## src/common/mergePkg.sv

```systemverilog
/*
  Shared sizes and vector types for the priority merge unit
  FifoDepth must be a power of two because buffer pointers wrap by overflow
  LaneIdxWidth must be wide enough to tag every one of NumLanes lanes
*/
package mergePkg;

  // ------------------------------------------------------------
  // Sizes
  // ------------------------------------------------------------

  // Lanes and lane buffers, lane 0 has the highest priority
  localparam int NumLanes = 4;

  // Payload word
  localparam int DataWidth = 16;

  // Lane tag carried with each input word
  localparam int LaneIdxWidth = 2;

  // Entries per lane buffer
  localparam int FifoDepth = 4;

  // Read and write pointer width inside a lane buffer
  localparam int FifoPtrWidth = $clog2(FifoDepth);

  // ------------------------------------------------------------
  // Vector types
  // ------------------------------------------------------------

  // One payload word
  typedef logic [DataWidth-1:0] dataT;

  // Lane tag on input, lane index on output
  typedef logic [LaneIdxWidth-1:0] laneIdxT;

  // One bit per lane
  // Used for valid, ready, request and grant vectors
  typedef logic [NumLanes-1:0] laneVecT;

endpackage : mergePkg

```

## src/source/laneSteer.sv

```systemverilog
/*
  Routes one tagged input handshake to one of the lane buffers
  Purely combinational, no state
  inReady follows the tagged lane only and does not wait for inValid
*/
`timescale 1ns/1ps

module laneSteer (
  input  logic              inValid,
  output logic              inReady,
  input  mergePkg::laneIdxT inLane,
  output mergePkg::laneVecT pushValid,
  input  mergePkg::laneVecT fifoReady
);

  import mergePkg::*;

  // ------------------------------------------------------------
  // Push decode
  // ------------------------------------------------------------

  // One-hot valid toward the buffers
  // At most one bit is set, and only while inValid is high
  always_comb begin
    pushValid = '0;
    for (int i = 0; i < NumLanes; i++) begin
      // Compare the tag against each lane index
      if (inLane == laneIdxT'(i)) begin
        pushValid[i] = inValid;
      end
    end
  end

  // ------------------------------------------------------------
  // Ready return
  // ------------------------------------------------------------

  // Producer sees only the tagged lane's ready
  // Other lanes being full does not stall this word
  assign inReady = fifoReady[inLane];

  // Handshake on the input side therefore equals
  // pushValid[inLane] && fifoReady[inLane]
  // so no word is ever written into more than one buffer

endmodule : laneSteer

```

## src/source/laneFifo.sv

```systemverilog
/*
  Circular buffer for one lane, ready-valid on push and pop sides
  One cycle from push to pop valid, no bypass path
  pushReady is the not-full flag so a full buffer refuses a push even while popping
  Storage has no reset, only pointers and occupancy are cleared
*/
`timescale 1ns/1ps

module laneFifo (
  input  logic           clk,
  input  logic           rstN,
  input  logic           pushValid,
  output logic           pushReady,
  input  mergePkg::dataT pushData,
  output logic           popValid,
  input  logic           popReady,
  output mergePkg::dataT popData
);

  import mergePkg::*;

  // ------------------------------------------------------------
  // State
  // ------------------------------------------------------------

  // Word storage
  dataT mem [FifoDepth];

  // Pointers wrap by overflow, depth is a power of two
  logic [FifoPtrWidth-1:0] wrPtr;
  logic [FifoPtrWidth-1:0] rdPtr;

  // Occupancy, one extra bit to tell full from empty
  logic [FifoPtrWidth:0] count;

  // Completed handshakes this cycle
  logic doPush;
  logic doPop;

  // ------------------------------------------------------------
  // Flags and handshakes
  // ------------------------------------------------------------

  assign pushReady = (count != (FifoPtrWidth + 1)'(FifoDepth));
  assign popValid  = (count != '0);

  assign doPush = pushValid && pushReady;
  assign doPop  = popValid && popReady;

  // Head entry, held until it is popped
  assign popData = mem[rdPtr];

  // ------------------------------------------------------------
  // Storage write
  // ------------------------------------------------------------

  always_ff @(posedge clk) begin
    if (doPush) begin
      mem[wrPtr] <= pushData;
    end
  end

  // ------------------------------------------------------------
  // Pointer and occupancy update
  // ------------------------------------------------------------

  always_ff @(posedge clk) begin
    if (!rstN) begin
      wrPtr <= '0;
      rdPtr <= '0;
      count <= '0;
    end else begin
      if (doPush) begin
        wrPtr <= wrPtr + 1'b1;
      end
      if (doPop) begin
        rdPtr <= rdPtr + 1'b1;
      end
      // Simultaneous push and pop leaves the count unchanged
      case ({doPush, doPop})
        2'b10:   count <= count + 1'b1;
        2'b01:   count <= count - 1'b1;
        default: count <= count;
      endcase
    end
  end

endmodule : laneFifo

```

## src/flowMux/fixedPrioArb.sv

```systemverilog
/*
  Fixed-priority arbiter, lowest requesting index wins
  Combinational, no priority state and no fairness
  grant is canGrant qualified by enable
*/
`timescale 1ns/1ps

module fixedPrioArb (
  input  mergePkg::laneVecT request,
  output mergePkg::laneVecT canGrant,
  output mergePkg::laneVecT grant,
  input  logic              enable
);

  import mergePkg::*;

  // Set at a bit when any lower index is requesting
  laneVecT blocked;

  // ------------------------------------------------------------
  // Priority chain
  // ------------------------------------------------------------

  always_comb begin
    blocked[0] = 1'b0;
    // Ripple from lane 0 upward
    for (int i = 1; i < NumLanes; i++) begin
      blocked[i] = blocked[i-1] | request[i-1];
    end
  end

  // Lowest set request bit only
  assign canGrant = request & ~blocked;

  // Winner only takes the grant when the pop side is ready
  assign grant = canGrant & {NumLanes{enable}};

endmodule : fixedPrioArb

```

## src/flowMux/flowMuxFixed.sv

```systemverilog
/*
  Fixed-priority flow multiplexer, lowest lane index wins
  Purely combinational from push side to pop side
  popData and popLane may change while popReady is low if a higher lane fills
  popLane is meaningful only while popValid is high
*/
`timescale 1ns/1ps

module flowMuxFixed (
  input  mergePkg::laneVecT                       pushValid,
  output mergePkg::laneVecT                       pushReady,
  input  mergePkg::dataT [mergePkg::NumLanes-1:0] pushData,
  output logic                                    popValid,
  input  logic                                    popReady,
  output mergePkg::dataT                          popData,
  output mergePkg::laneIdxT                       popLane
);

  import mergePkg::*;

  // Winner before and after pop-side qualification
  laneVecT canGrant;
  laneVecT grant;

  // ------------------------------------------------------------
  // Arbitration
  // ------------------------------------------------------------

  // Every valid lane requests
  fixedPrioArb uFixedPrioArb (
    .request  (pushValid),
    .canGrant (canGrant),
    .grant    (grant),
    .enable   (popReady)
  );

  // Only the granted lane pops, and only with popReady high
  assign pushReady = grant;

  // Something is offered whenever any lane is valid
  assign popValid = |pushValid;

  // ------------------------------------------------------------
  // Data select and lane encode
  // ------------------------------------------------------------

  // canGrant is one-hot or zero, so at most one branch hits
  always_comb begin
    popData = '0;
    popLane = '0;
    for (int i = 0; i < NumLanes; i++) begin
      if (canGrant[i]) begin
        popData = pushData[i];
        popLane = laneIdxT'(i);
      end
    end
  end

endmodule : flowMuxFixed

```

## src/source/prioMergeTop.sv

```systemverilog
/*
  Priority merge unit, tagged input words into per-lane buffers
  Buffers drain into one stream with lane 0 at the highest priority
  One cycle from input acceptance to first output offer
  Output side is combinational from buffer state
*/
`timescale 1ns/1ps

module prioMergeTop (
  input  logic              clk,
  input  logic              rstN,
  input  logic              inValid,
  output logic              inReady,
  input  mergePkg::dataT    inData,
  input  mergePkg::laneIdxT inLane,
  output logic              outValid,
  input  logic              outReady,
  output mergePkg::dataT    outData,
  output mergePkg::laneIdxT outLane
);

  import mergePkg::*;

  // Steer to buffers
  laneVecT fifoPushValid;
  laneVecT fifoPushReady;

  // Buffers to multiplexer
  laneVecT               fifoPopValid;
  laneVecT               fifoPopReady;
  dataT [NumLanes-1:0]   fifoPopData;

  // ------------------------------------------------------------
  // Input steering
  // ------------------------------------------------------------

  laneSteer uLaneSteer (
    .inValid   (inValid),
    .inReady   (inReady),
    .inLane    (inLane),
    .pushValid (fifoPushValid),
    .fifoReady (fifoPushReady)
  );

  // ------------------------------------------------------------
  // Lane buffers
  // ------------------------------------------------------------

  // Input word fans out to every buffer, only the tagged one pushes
  for (genvar i = 0; i < NumLanes; i++) begin : gLane
    laneFifo uLaneFifo (
      .clk       (clk),
      .rstN      (rstN),
      .pushValid (fifoPushValid[i]),
      .pushReady (fifoPushReady[i]),
      .pushData  (inData),
      .popValid  (fifoPopValid[i]),
      .popReady  (fifoPopReady[i]),
      .popData   (fifoPopData[i])
    );
  end

  // ------------------------------------------------------------
  // Output multiplexer
  // ------------------------------------------------------------

  flowMuxFixed uFlowMuxFixed (
    .pushValid (fifoPopValid),
    .pushReady (fifoPopReady),
    .pushData  (fifoPopData),
    .popValid  (outValid),
    .popReady  (outReady),
    .popData   (outData),
    .popLane   (outLane)
  );

endmodule : prioMergeTop

```

## config.mk

```make
export PLATFORM = sky130hd
export DESIGN_NAME = prioMergeTop
export DESIGN_NICKNAME = d
export VERILOG_FILES = /design/src/common/mergePkg.sv /design/src/source/laneSteer.sv /design/src/source/laneFifo.sv /design/src/flowMux/fixedPrioArb.sv /design/src/flowMux/flowMuxFixed.sv /design/src/source/prioMergeTop.sv
export SDC_FILE = /design/constraint.sdc
export NUM_CORES = 1
export LEC_CHECK = 0
export CORE_ASPECT_RATIO = 1.1
export CORE_UTILIZATION = 55
export DETAILED_ROUTE_END_ITERATION = 8
export DONT_BUFFER_PORTS = 1
export PLACE_DENSITY = 0.73
export SLEW_MARGIN = 20
export SYNTH_ARGS = -nofsm -noshare
export SYNTH_HDL_FRONTEND = slang
export SYNTH_HIERARCHICAL = 1
export SYNTH_SLANG_ARGS = --single-unit
```

## constraint.sdc

```tcl
create_clock -name clk -period 2.92 [get_ports clk]
set_input_delay 0.292 -clock clk [delete_from_list [all_inputs] [get_ports clk]]
set_output_delay 0.292 -clock clk [all_outputs]
set_load 0.02 [all_outputs]
```

==> results of run 1 <==
==> worst max-delay path: stages (launching register included) <==
cell and delay [ns]:
dfxtp_2 0.32, or3_4 0.43, nor4b_4 0.30, buf_4 0.17, nor4b_4 0.04, buf_6 0.14
buf_12 0.14, a22oi_1 0.21, o21ai_2 0.13, buf_4 0.17
==> worst max-delay path by stage <==
stage	from	end	slack, ns	depth (start not counted)
floorplan	gLane[0].uLaneFifo/count[1]	gLane[2].uLaneFifo/count[2]	0.20	10
global placement	gLane[0].uLaneFifo/count[1]	gLane[3].uLaneFifo/count[2]	0.09	10
detailed placement	gLane[0].uLaneFifo/count[1]	gLane[3].uLaneFifo/count[2]	-0.04	10
CTS	gLane[0].uLaneFifo/count[1]	gLane[2].uLaneFifo/count[2]	0.003	11
global route	gLane[1].uLaneFifo/count[2]	gLane[2].uLaneFifo/count[2]	-0.04	11
finish	gLane[1].uLaneFifo/count[2]	outData[2]	0.03	9
==> cell type report <==
cell class | count | area share
Inverter | 24 | 0.00648
Timing Repair Buffer | 84 | 0.0557
Tap cell | 290 | 0.0261
Clock buffer | 38 | 0.0561
Clock inverter | 14 | 0.0122
Multi-Input combinational cell | 274 | 0.238
Sequential cell | 292 | 0.606
==> report_power, final <==
| part | switching, mW | internal [mW] | total [mW] |
|---|---|---|---|
| Clock | 1.47 | 2.22 | 3.69 |
| Sequential | 0.0191 | 4.58 | 4.60 |
| Combinational | 0.321 | 0.220 | 0.541 |
| Total | 1.81 | 7.03 | 8.84 |
==> stage by stage <==
step	power [mW]	cell area [µm²]	TNS, ns	util	setup WS, ns
after global placement	5.07	12500	0	0.585	0.0904
final	8.84	13900	0	0.652	0.0319
after CTS	8.85	13700	0	0.643	0.00252
after global routing	9.09	13900	-0.199	0.652	-0.0408
after floorplan	4.95	11900	0	-	0.200
after detailed placement	5.08	12500	-0.0452	0.585	-0.0351
==> what timing repair did <==
item                                    CTS  global route
hold buffers                             17             0
gates resized for setup                  22            32
gates cloned                              0             1
endpoints found under the setup margin   20            18
buffers inserted                          5            10
pin swaps                                 3             8
hold endpoints to repair                292             0
==> registers in the layout (all words and copies together) (netlist names), named ones only <==
| signal | count |
|---|---|
| gLane.uLaneFifo/mem | 256 |
| gLane.uLaneFifo/count | 12 |
| gLane.uLaneFifo/rdPtr | 8 |
| gLane.uLaneFifo/wrPtr | 8 |
==> kinds of logic after synthesis <==
family	Yosys count	share of synthesized area
fa+ha+maj	24	0.0277
xor+xnor	16	0.0118
simple gates	89	0.0443
mux	73	0.137
compound gates	72	0.0448
buf+inv	54	0.0280
flops	292	0.706
==> cell usage in the layout, fill, tap and decap left out, types with 3 or more instances in the layout <==
cell type and count:
a21boi_0 3, a21boi_2 4, a22oi_1 17, a22oi_2 14, and2_1 30, buf_12 6
buf_4 58, buf_6 3, bufinv_16 4, clkbuf_1 7, clkbuf_16 30, clkinv_1 5
clkinv_2 3, dfxtp_1 33, dlygate4sd3_1 16, edfxtp_1 256, fa_1 4, ha_1 19
inv_1 24, mux2i_1 8, mux4_1 24, mux4_2 41, nand2_1 24, nor2_1 4
nor2b_1 8, o21ai_0 11, o21ai_1 11, o311ai_2 4, o31a_1 4, or3_1 4
or3_4 4, xnor2_1 12, xor2_1 4
==> metal layers <==
| layer | up-vias | GRT usage | wire, µm |
|---|---|---|---|
| met5 | - | 0 | 0 |
| met4 | 0 | 0.0717 | 495 |
| met3 | 31 | 0.0352 | 1330 |
| met2 | 213 | 0.392 | 12400 |
| met1 | 3099 | 0.286 | 9920 |
| li1 | 2647 | - | - |
==> synth_stat cells <==
library cell and n:
a21boi_0 4, a21boi_2 4, a21oi_1 1, a22oi_1 31, and2_1 32, and3_2 1, and3b_1 1, and3b_2 2
buf_12 4, buf_2 12, buf_4 1, buf_6 6, clkbuf_1 6, clkbuf_2 1, dfxtp_1 36, edfxtp_1 256
fa_1 4, ha_1 20, inv_1 24, mux2i_1 8, mux4_1 24, mux4_2 41, nand2_1 24, nor2_1 4
nor2b_1 10, nor3b_1 2, nor4b_2 1, nor4b_4 1, o21ai_0 23, o21ai_1 1, o311ai_2 4, o31a_1 4
or2_2 2, or3_1 8, or4_1 1, xnor2_1 12, xor2_1 4
==> results.py, run 1 <==
metrics = {
    "yosys": {
        "synth.area.top_cells": "edfxtp_1 65%, mux4_2 7.8%, dfxtp_1 6.1%",
        "synth_seq_cells": 292,
        "synthesis.nets": 666,
        "syn_inst": 620,
        "synth_area_um2": 11900,
        "yosysTopAreaCell": "edfxtp_1",
        "yosysUniqueCellTypes": 37,
        "yosysWarnings": 6,
        "synth_area_per_cell_um2": 19.2,
        "yosysSeqAreaShare": 0.706,
        "synth_top_area_frac": 0.646,
    },
    "worst_setup_path": {
        "reg2reg_to": "gLane[2].uLaneFifo/count[2]",
        "worstSetupEndpointType": "output port",
        "r2r-start": "gLane[1].uLaneFifo/count[2]",
        "rrSetupSlack_ns": 0.09,
        "start_kind": "flop",
        "r2r_cells": 11,
        "crit_arrival_ns": 2.60,
        "crit_type": "reg2out",
        "path_max_fanout": 7,
        "crit_required_ns": 2.63,
    },
    "die": {
        "die_area_um2": 22200,
        "coreArea_um2": 21300,
        "placementRows": 56,
        "ios": 42,
        "die_y_um": 156,
        "start_util": 0.559,
        "die_w_um": 142,
    },
    "place": {
        "hpwl_mm": 14.3,
        "place.gp.congestion": 0.768,
        "placed_cells": 932,
        "port_buffers": 0,
    },
    "sta": {
        "relSlewSlack": 0.518,
        "tightest_slew_ns": 0.721,
        "hold_viol_final": 0,
        "whs_ns": 0.0807,
        "fin_crit_sh": 0.989,
        "clock_skew_ns": 0.00900,
        "period_minus_slack_ns": 2.89,
        "rsz0062_at_grt": "yes",
        "setup_viol": 0,
        "fmax_mhz": 346,
        "maxSlewViolCount": 0,
    },
    "cts": {
        "cts_max_path_buffers": 3,
        "cts_tree": "done",
        "ctsHtreeMaxLevel": 1,
        "numCtsBuffers": 28,
        "path_clk_slew_ns": 0.06,
        "insertion_delay_ns": 0.53,
        "clock-sinks": 292,
        "cts_root_buffer": "clkbuf_16",
    },
    "grt": {
        "grt_pass1_wl_mm": 36.0,
        "grt_pass1_vias": 6196,
        "grt_use_total": 0.224,
        "grt_remaining_overflow": 0,
        "grt_max_degree": 41,
        "antenna_found_initial": 0,
    },
    "detailed_routing": {
        "via_count": 5990,
        "routed_via_density": 5.90,
        "detail_route.wl_per_cell_um": 23.7,
        "dr.pass1.iters": 5,
        "drt_iter0_drc": 445,
        "wl_mm": 24.1,
        "drc": 0,
        "postRouteAntennaNets": 0,
    },
    "finish": {
        "nNetsFinal": 750,
        "n_antenna_cell": 0,
        "layout.cells.non_filler": 1016,
        "drive_gt1_frac": 0.266,
        "multi_input_area_um2": 3300,
        "regArea_um2": 8420,
        "n_fill_cell": 1467,
        "syn_to_final_growth_pct": 16.7,
    },
    "hold_path": {
        "hold_class": "in2reg",
        "hold_start": "rstN",
        "hold-path-endpoint": "gLane[0].uLaneFifo/wrPtr[1]",
        "whs_path_depth": 3,
    },
    "power": {
        "peakVddDrop_mv": 0.425,
        "powerDensity_nw_per_um2": 636,
        "leakage_nw": 4.50,
    },
    "outcome": {
        "status": "finished, final reports clean",
    },
    "run": {
        "cap_violations": 0,
    },
}
No activity file was read; power rests on OpenSTA's default activity.
==> inputs of run 2 (changes only) <==
Settings changed: CELL_PAD_IN_SITES_DETAIL_PLACEMENT set to 0, CELL_PAD_IN_SITES_GLOBAL_PLACEMENT set to 1, CORE_UTILIZATION 55 to 50, GPL_TIMING_DRIVEN set to 0, PLACE_DENSITY 0.73 to unset, PLACE_DENSITY_LB_ADDON set to 0.1.
==> results.py, run 2 (synthesis gave the netlist of run 1 again) <==
metrics = {
    "sta": {
        "tightest_slew_ns": 1.02,
        "maxSlewViolCount": 0,
        "hold_viol_final": 0,
        "fin_crit_sh": 0.985,
        "finalWorstSetupSlack_ns": 0.0427,
        "whs_ns": 0.136,
        "rsz0062_at_grt": "yes",
        "setup_viol": 0,
        "relSlewSlack": 0.323,
        "fmax_mhz": 348,
        "clock_skew_ns": 0.0175,
        "period_minus_slack_ns": 2.88,
    },
    "die": {
        "coreArea_um2": 23100,
        "die_area_um2": 24400,
        "ios": 42,
        "die_y_um": 164,
        "start_util": 0.514,
        "die_w_um": 149,
        "placementRows": 58,
    },
    "hold_path": {
        "hold_start": "rstN",
        "hold_class": "in2reg",
        "hold-path-endpoint": "gLane[1].uLaneFifo/wrPtr[0]",
        "whs_path_depth": 3,
    },
    "cts": {
        "cts_max_path_buffers": 3,
        "ctsHtreeMaxLevel": 1,
        "path_clk_slew_ns": 0.06,
        "clock-sinks": 292,
        "cts_tree": "done",
        "insertion_delay_ns": 0.54,
        "numCtsBuffers": 30,
        "cts_root_buffer": "clkbuf_16",
    },
    "finish": {
        "n_fill_cell": 1694,
        "drive_gt1_frac": 0.258,
        "top_register": "gLane.uLaneFifo/mem",
        "largest_reg_flops": 256,
        "syn_to_final_growth_pct": 16.1,
        "final_common_cell": "edfxtp_1",
        "multi_input_area_um2": 3360,
        "regArea_um2": 8420,
        "reg_top3": "gLane.uLaneFifo/mem: 256 flops, gLane.uLaneFifo/count: 12 flops",
        "layout_common_cells": "256 x edfxtp_1, 41 x mux4_2, 33 x clkbuf_16, 30 x and2_1, 30 x dfxtp_1",
        "layout.cells.non_filler": 1000,
        "final_util": 0.597,
        "nNetsFinal": 721,
    },
    "place": {
        "placed_cells": 920,
        "place_ws_ns": -0.357,
        "place.gp.congestion": 0.705,
        "port_buffers": 0,
        "hpwl_mm": 14.9,
    },
    "grt": {
        "grt_max_degree": 17,
        "grt_remaining_overflow": 0,
        "grt_use_total": 0.199,
        "grt_pass1_wl_mm": 35.4,
        "antenna_found_initial": 2,
        "grt_pass1_vias": 6088,
    },
    "worst_setup_path": {
        "crit_required_ns": 2.63,
        "rrSetupSlack_ns": 0.15,
        "start_kind": "flop",
        "crit_arrival_ns": 2.59,
        "reg2reg_to": "gLane[3].uLaneFifo/count[2]",
        "r2r-start": "gLane[1].uLaneFifo/count[0]",
        "worstSetupEndpointType": "output port",
        "path_max_fanout": 10,
        "crit_type": "reg2out",
        "r2r_cells": 10,
    },
    "power": {
        "leakage_nw": 4.40,
        "finalPower_mw": 9.15,
        "powerDensity_nw_per_um2": 662,
        "peakVddDrop_mv": 0.514,
    },
    "outcome": {
        "status": "finished, final reports clean",
    },
    "detailed_routing": {
        "drc": 0,
        "routed_via_density": 5.72,
        "wl_mm": 23.3,
        "detail_route.wl_per_cell_um": 23.3,
        "drt_iter0_drc": 276,
        "dr.pass1.iters": 5,
        "postRouteAntennaNets": 0,
        "via_count": 5717,
    },
    "run": {
        "cap_violations": 0,
    },
}
## run 2: critical path: stages (launching register included)
cell     delay [ns]
dfxtp_4        0.36
or3_4          0.43
nor4b_4        0.31
buf_4          0.20
nor4b_4        0.05
buf_6          0.13
buf_12         0.15
a22oi_2        0.26
o21ai_4        0.14
## run 2: metrics by stage
| stage | area [µm²] | TNS, ns |
|---|---|---|
| floorplan | 11900 | 0 |
| global placement | 12300 | -1.81 |
| detailed placement | 12300 | -2.49 |
| CTS | 13700 | -0.00287 |
| global route | 13800 | -0.119 |
| finish | 13800 | 0 |
## run 2: final cells by class
type	count	share of cell area
flip-flops and latches	292	0.609
multi-input cells	274	0.243
clock buffers	44	0.0664
well taps	300	0.0272
plain buffers	30	0.0193
repair buffers	23	0.0157
clock inverters	12	0.0128
inverters	24	0.00652
diodes	1	0.000181
## run 2: per-layer routing
metal / global-route usage / vias up / routed length [µm]
li1: - / 2594 / -
met1: 0.248 / 2973 / 9590
met2: 0.356 / 116 / 12200
met3: 0.0381 / 34 / 1100
met4: 0.0524 / 0 / 472
met5: 0 / - / 0
## run 2: timing repair
item	CTS	global route
setup endpoints to repair	20	19
pin swaps	4	7
endpoints found under the hold margin	256	0
hold buffers	16	0
resized for setup	51	27
buffers inserted	5	4
## run 2: worst max-delay path by stage
| stage | start | end | slack [ns] | depth (start not counted) |
|---|---|---|---|---|
| finish | gLane[1].uLaneFifo/count[0] | outData[6] | 0.04 | 8 |
| global route | gLane[1].uLaneFifo/count[0] | outData[6] | -0.04 | 8 |
| CTS | gLane[0].uLaneFifo/count[1] | outData[7] | -0.001 | 8 |
| detailed placement | gLane[0].uLaneFifo/count[1] | outData[10] | -0.36 | 6 |
| global placement | gLane[0].uLaneFifo/count[1] | outData[4] | -0.31 | 7 |
| floorplan | gLane[0].uLaneFifo/count[1] | gLane[2].uLaneFifo/count[2] | 0.20 | 10 |
## run 2: where the power goes
group	internal, mW	switching (mW)
logic	0.166	0.316
clock network	2.53	1.52
registers	4.59	0.0208
==> inputs of run 3 (changes only) <==
Settings changed: HOLD_SLACK_MARGIN set to 0.15.
==> results.py, run 3 (synthesis gave the netlist of run 1 again) <==
metrics = {
    "die": {
        "ios": 42,
        "coreArea_um2": 23100,
        "die_y_um": 164,
        "start_util": 0.514,
        "die_w_um": 149,
        "placementRows": 58,
        "die_area_um2": 24400,
    },
    "detailed_routing": {
        "dr.pass1.iters": 5,
        "detail_route.wl_per_cell_um": 23.3,
        "wl_mm": 23.3,
        "drc": 0,
        "drt_iter0_drc": 266,
        "routed_via_density": 5.70,
        "via_count": 5707,
        "postRouteAntennaNets": 0,
    },
    "sta": {
        "period_minus_slack_ns": 2.88,
        "setup_viol": 0,
        "fin_crit_sh": 0.985,
        "clock_skew_ns": 0.0178,
        "finalWorstSetupSlack_ns": 0.0431,
        "tns_ns": 0,
        "hold_viol_final": 0,
        "maxSlewViolCount": 0,
        "fmax_mhz": 348,
        "tightest_slew_ns": 1.02,
        "rsz0062_at_grt": "yes",
        "relSlewSlack": 0.323,
    },
    "power": {
        "peakVddDrop_mv": 0.514,
        "leakage_nw": 4.40,
        "finalPower_mw": 9.15,
        "powerDensity_nw_per_um2": 662,
    },
    "cts": {
        "insertion_delay_ns": 0.54,
        "cts_max_path_buffers": 3,
        "ctsHtreeMaxLevel": 1,
        "cts_tree": "done",
        "clock-sinks": 292,
        "cts_root_buffer": "clkbuf_16",
        "numCtsBuffers": 30,
        "path_clk_slew_ns": 0.06,
    },
    "grt": {
        "antenna_found_initial": 2,
        "grt_use_total": 0.200,
        "grt_pass1_vias": 6097,
        "grt_pass1_wl_mm": 35.4,
        "grt_max_degree": 17,
        "grt_remaining_overflow": 0,
    },
    "hold_path": {
        "hold_class": "in2reg",
    },
    "finish": {
        "drive_gt1_frac": 0.257,
        "design_area_um2": 13800,
        "syn_to_final_growth_pct": 16.2,
        "nNetsFinal": 722,
        "layout.cells.non_filler": 1001,
        "layout_common_cells": "256 x edfxtp_1, 41 x mux4_2, 33 x clkbuf_16, 30 x and2_1, 30 x dfxtp_1",
        "largest_reg_flops": 256,
        "reg_top3": "gLane.uLaneFifo/mem: 256 flops, gLane.uLaneFifo/count: 12 flops",
        "final_common_cell": "edfxtp_1",
        "top_register": "gLane.uLaneFifo/mem",
    },
    "worst_setup_path": {
        "start_kind": "flop",
        "crit_arrival_ns": 2.58,
        "crit_type": "reg2out",
        "path_cells": "or3_4 > nor4b_4 > buf_4 > nor4b_4 > buf_6 > buf_12 > a22oi_2 > o21ai_4",
        "crit_slowest_cell": "or3_4",
        "critPathBufInv": 3,
        "crit_required_ns": 2.63,
        "path_delay_family": "simple AND/OR/NAND/NOR gates",
        "worstSetupEndpointType": "output port",
        "path_max_fanout": 10,
        "cpPeakStageDelay_ns": 0.43,
        "cp_common_cell": "nor4b_4",
    },
    "place": {
        "place.gp.congestion": 0.705,
        "placed_cells": 920,
        "place_area_um2": 12300,
        "port_buffers": 0,
        "hpwl_mm": 14.9,
        "place_ws_ns": -0.357,
    },
    "outcome": {
        "status": "finished, final reports clean",
    },
    "run": {
        "cap_violations": 0,
    },
}
[run 3: worst register-to-register path, delay by kind of cell (launching register included)]
family                     cells  cell delay (ns)
buffers and inverters          1             0.06
DFF                            1             0.36
and+or+nand+nor                4             1.24
adders and majority gates      2             0.58
xor gates and xnor gates       1             0.15
AOI/OAI and AO/OA              2             0.31
[run 3: final cells by class]
| cell class | count | area (µm²) |
|---|---|---|
| diodes | 1 | 2.50 |
| plain buffers | 30 | 267 |
| repair buffers | 24 | 226 |
| well taps | 300 | 375 |
| clock inverters | 12 | 176 |
| flip-flops and latches | 292 | 8420 |
| multi-input cells | 274 | 3360 |
| clock buffers | 44 | 917 |
| inverters | 24 | 90.1 |
| fillers | 1695 | 9320 |
[run 3: power by group]
part	switching, mW	total (mW)	internal [mW]
combinational	0.317	0.485	0.167
sequential	0.0209	4.61	4.59
clock	1.53	4.06	2.53
[run 3: through the flow]
stage / util / hold slack [ns]
3_3_place_gp: 0.531 / 0.392
5_1_grt: 0.597 / 0.175
3_5_place_dp: 0.531 / 0.392
2_1_floorplan: - / 0.391
6_report: 0.597 / 0.183
4_1_cts: 0.593 / 0.163
[run 3: path summary, 6_finish.rpt]
kind                                from  cells after the start                     endpoint  slack [ns]
max          gLane[1].uLaneFifo/count[0]                      8                   outData[6]        0.04
min                            inLane[1]                      3  gLane[0].uLaneFifo/wrPtr[0]        0.18
max reg2reg  gLane[1].uLaneFifo/count[0]                     10  gLane[3].uLaneFifo/count[2]        0.14
min reg2reg  gLane[1].uLaneFifo/wrPtr[0]                      2  gLane[1].uLaneFifo/wrPtr[0]        0.50
[run 3: repair_timing]
item / in CTS / in global routing
endpoints found under the setup margin: 20 / 19
pin swaps: 4 / 7
hold endpoints to repair: 272 / 0
gates resized for setup: 51 / 27
hold buffers: 17 / 0
buffers inserted: 5 / 4
[run 3: routing by layer]
layer	vias to the layer above	track usage	share of wire
met2	114	0.358	0.52
li1	2594	-	-
met1	2965	0.248	0.41
met5	-	0	0
met3	34	0.0378	0.049
met4	0	0.0506	0.019
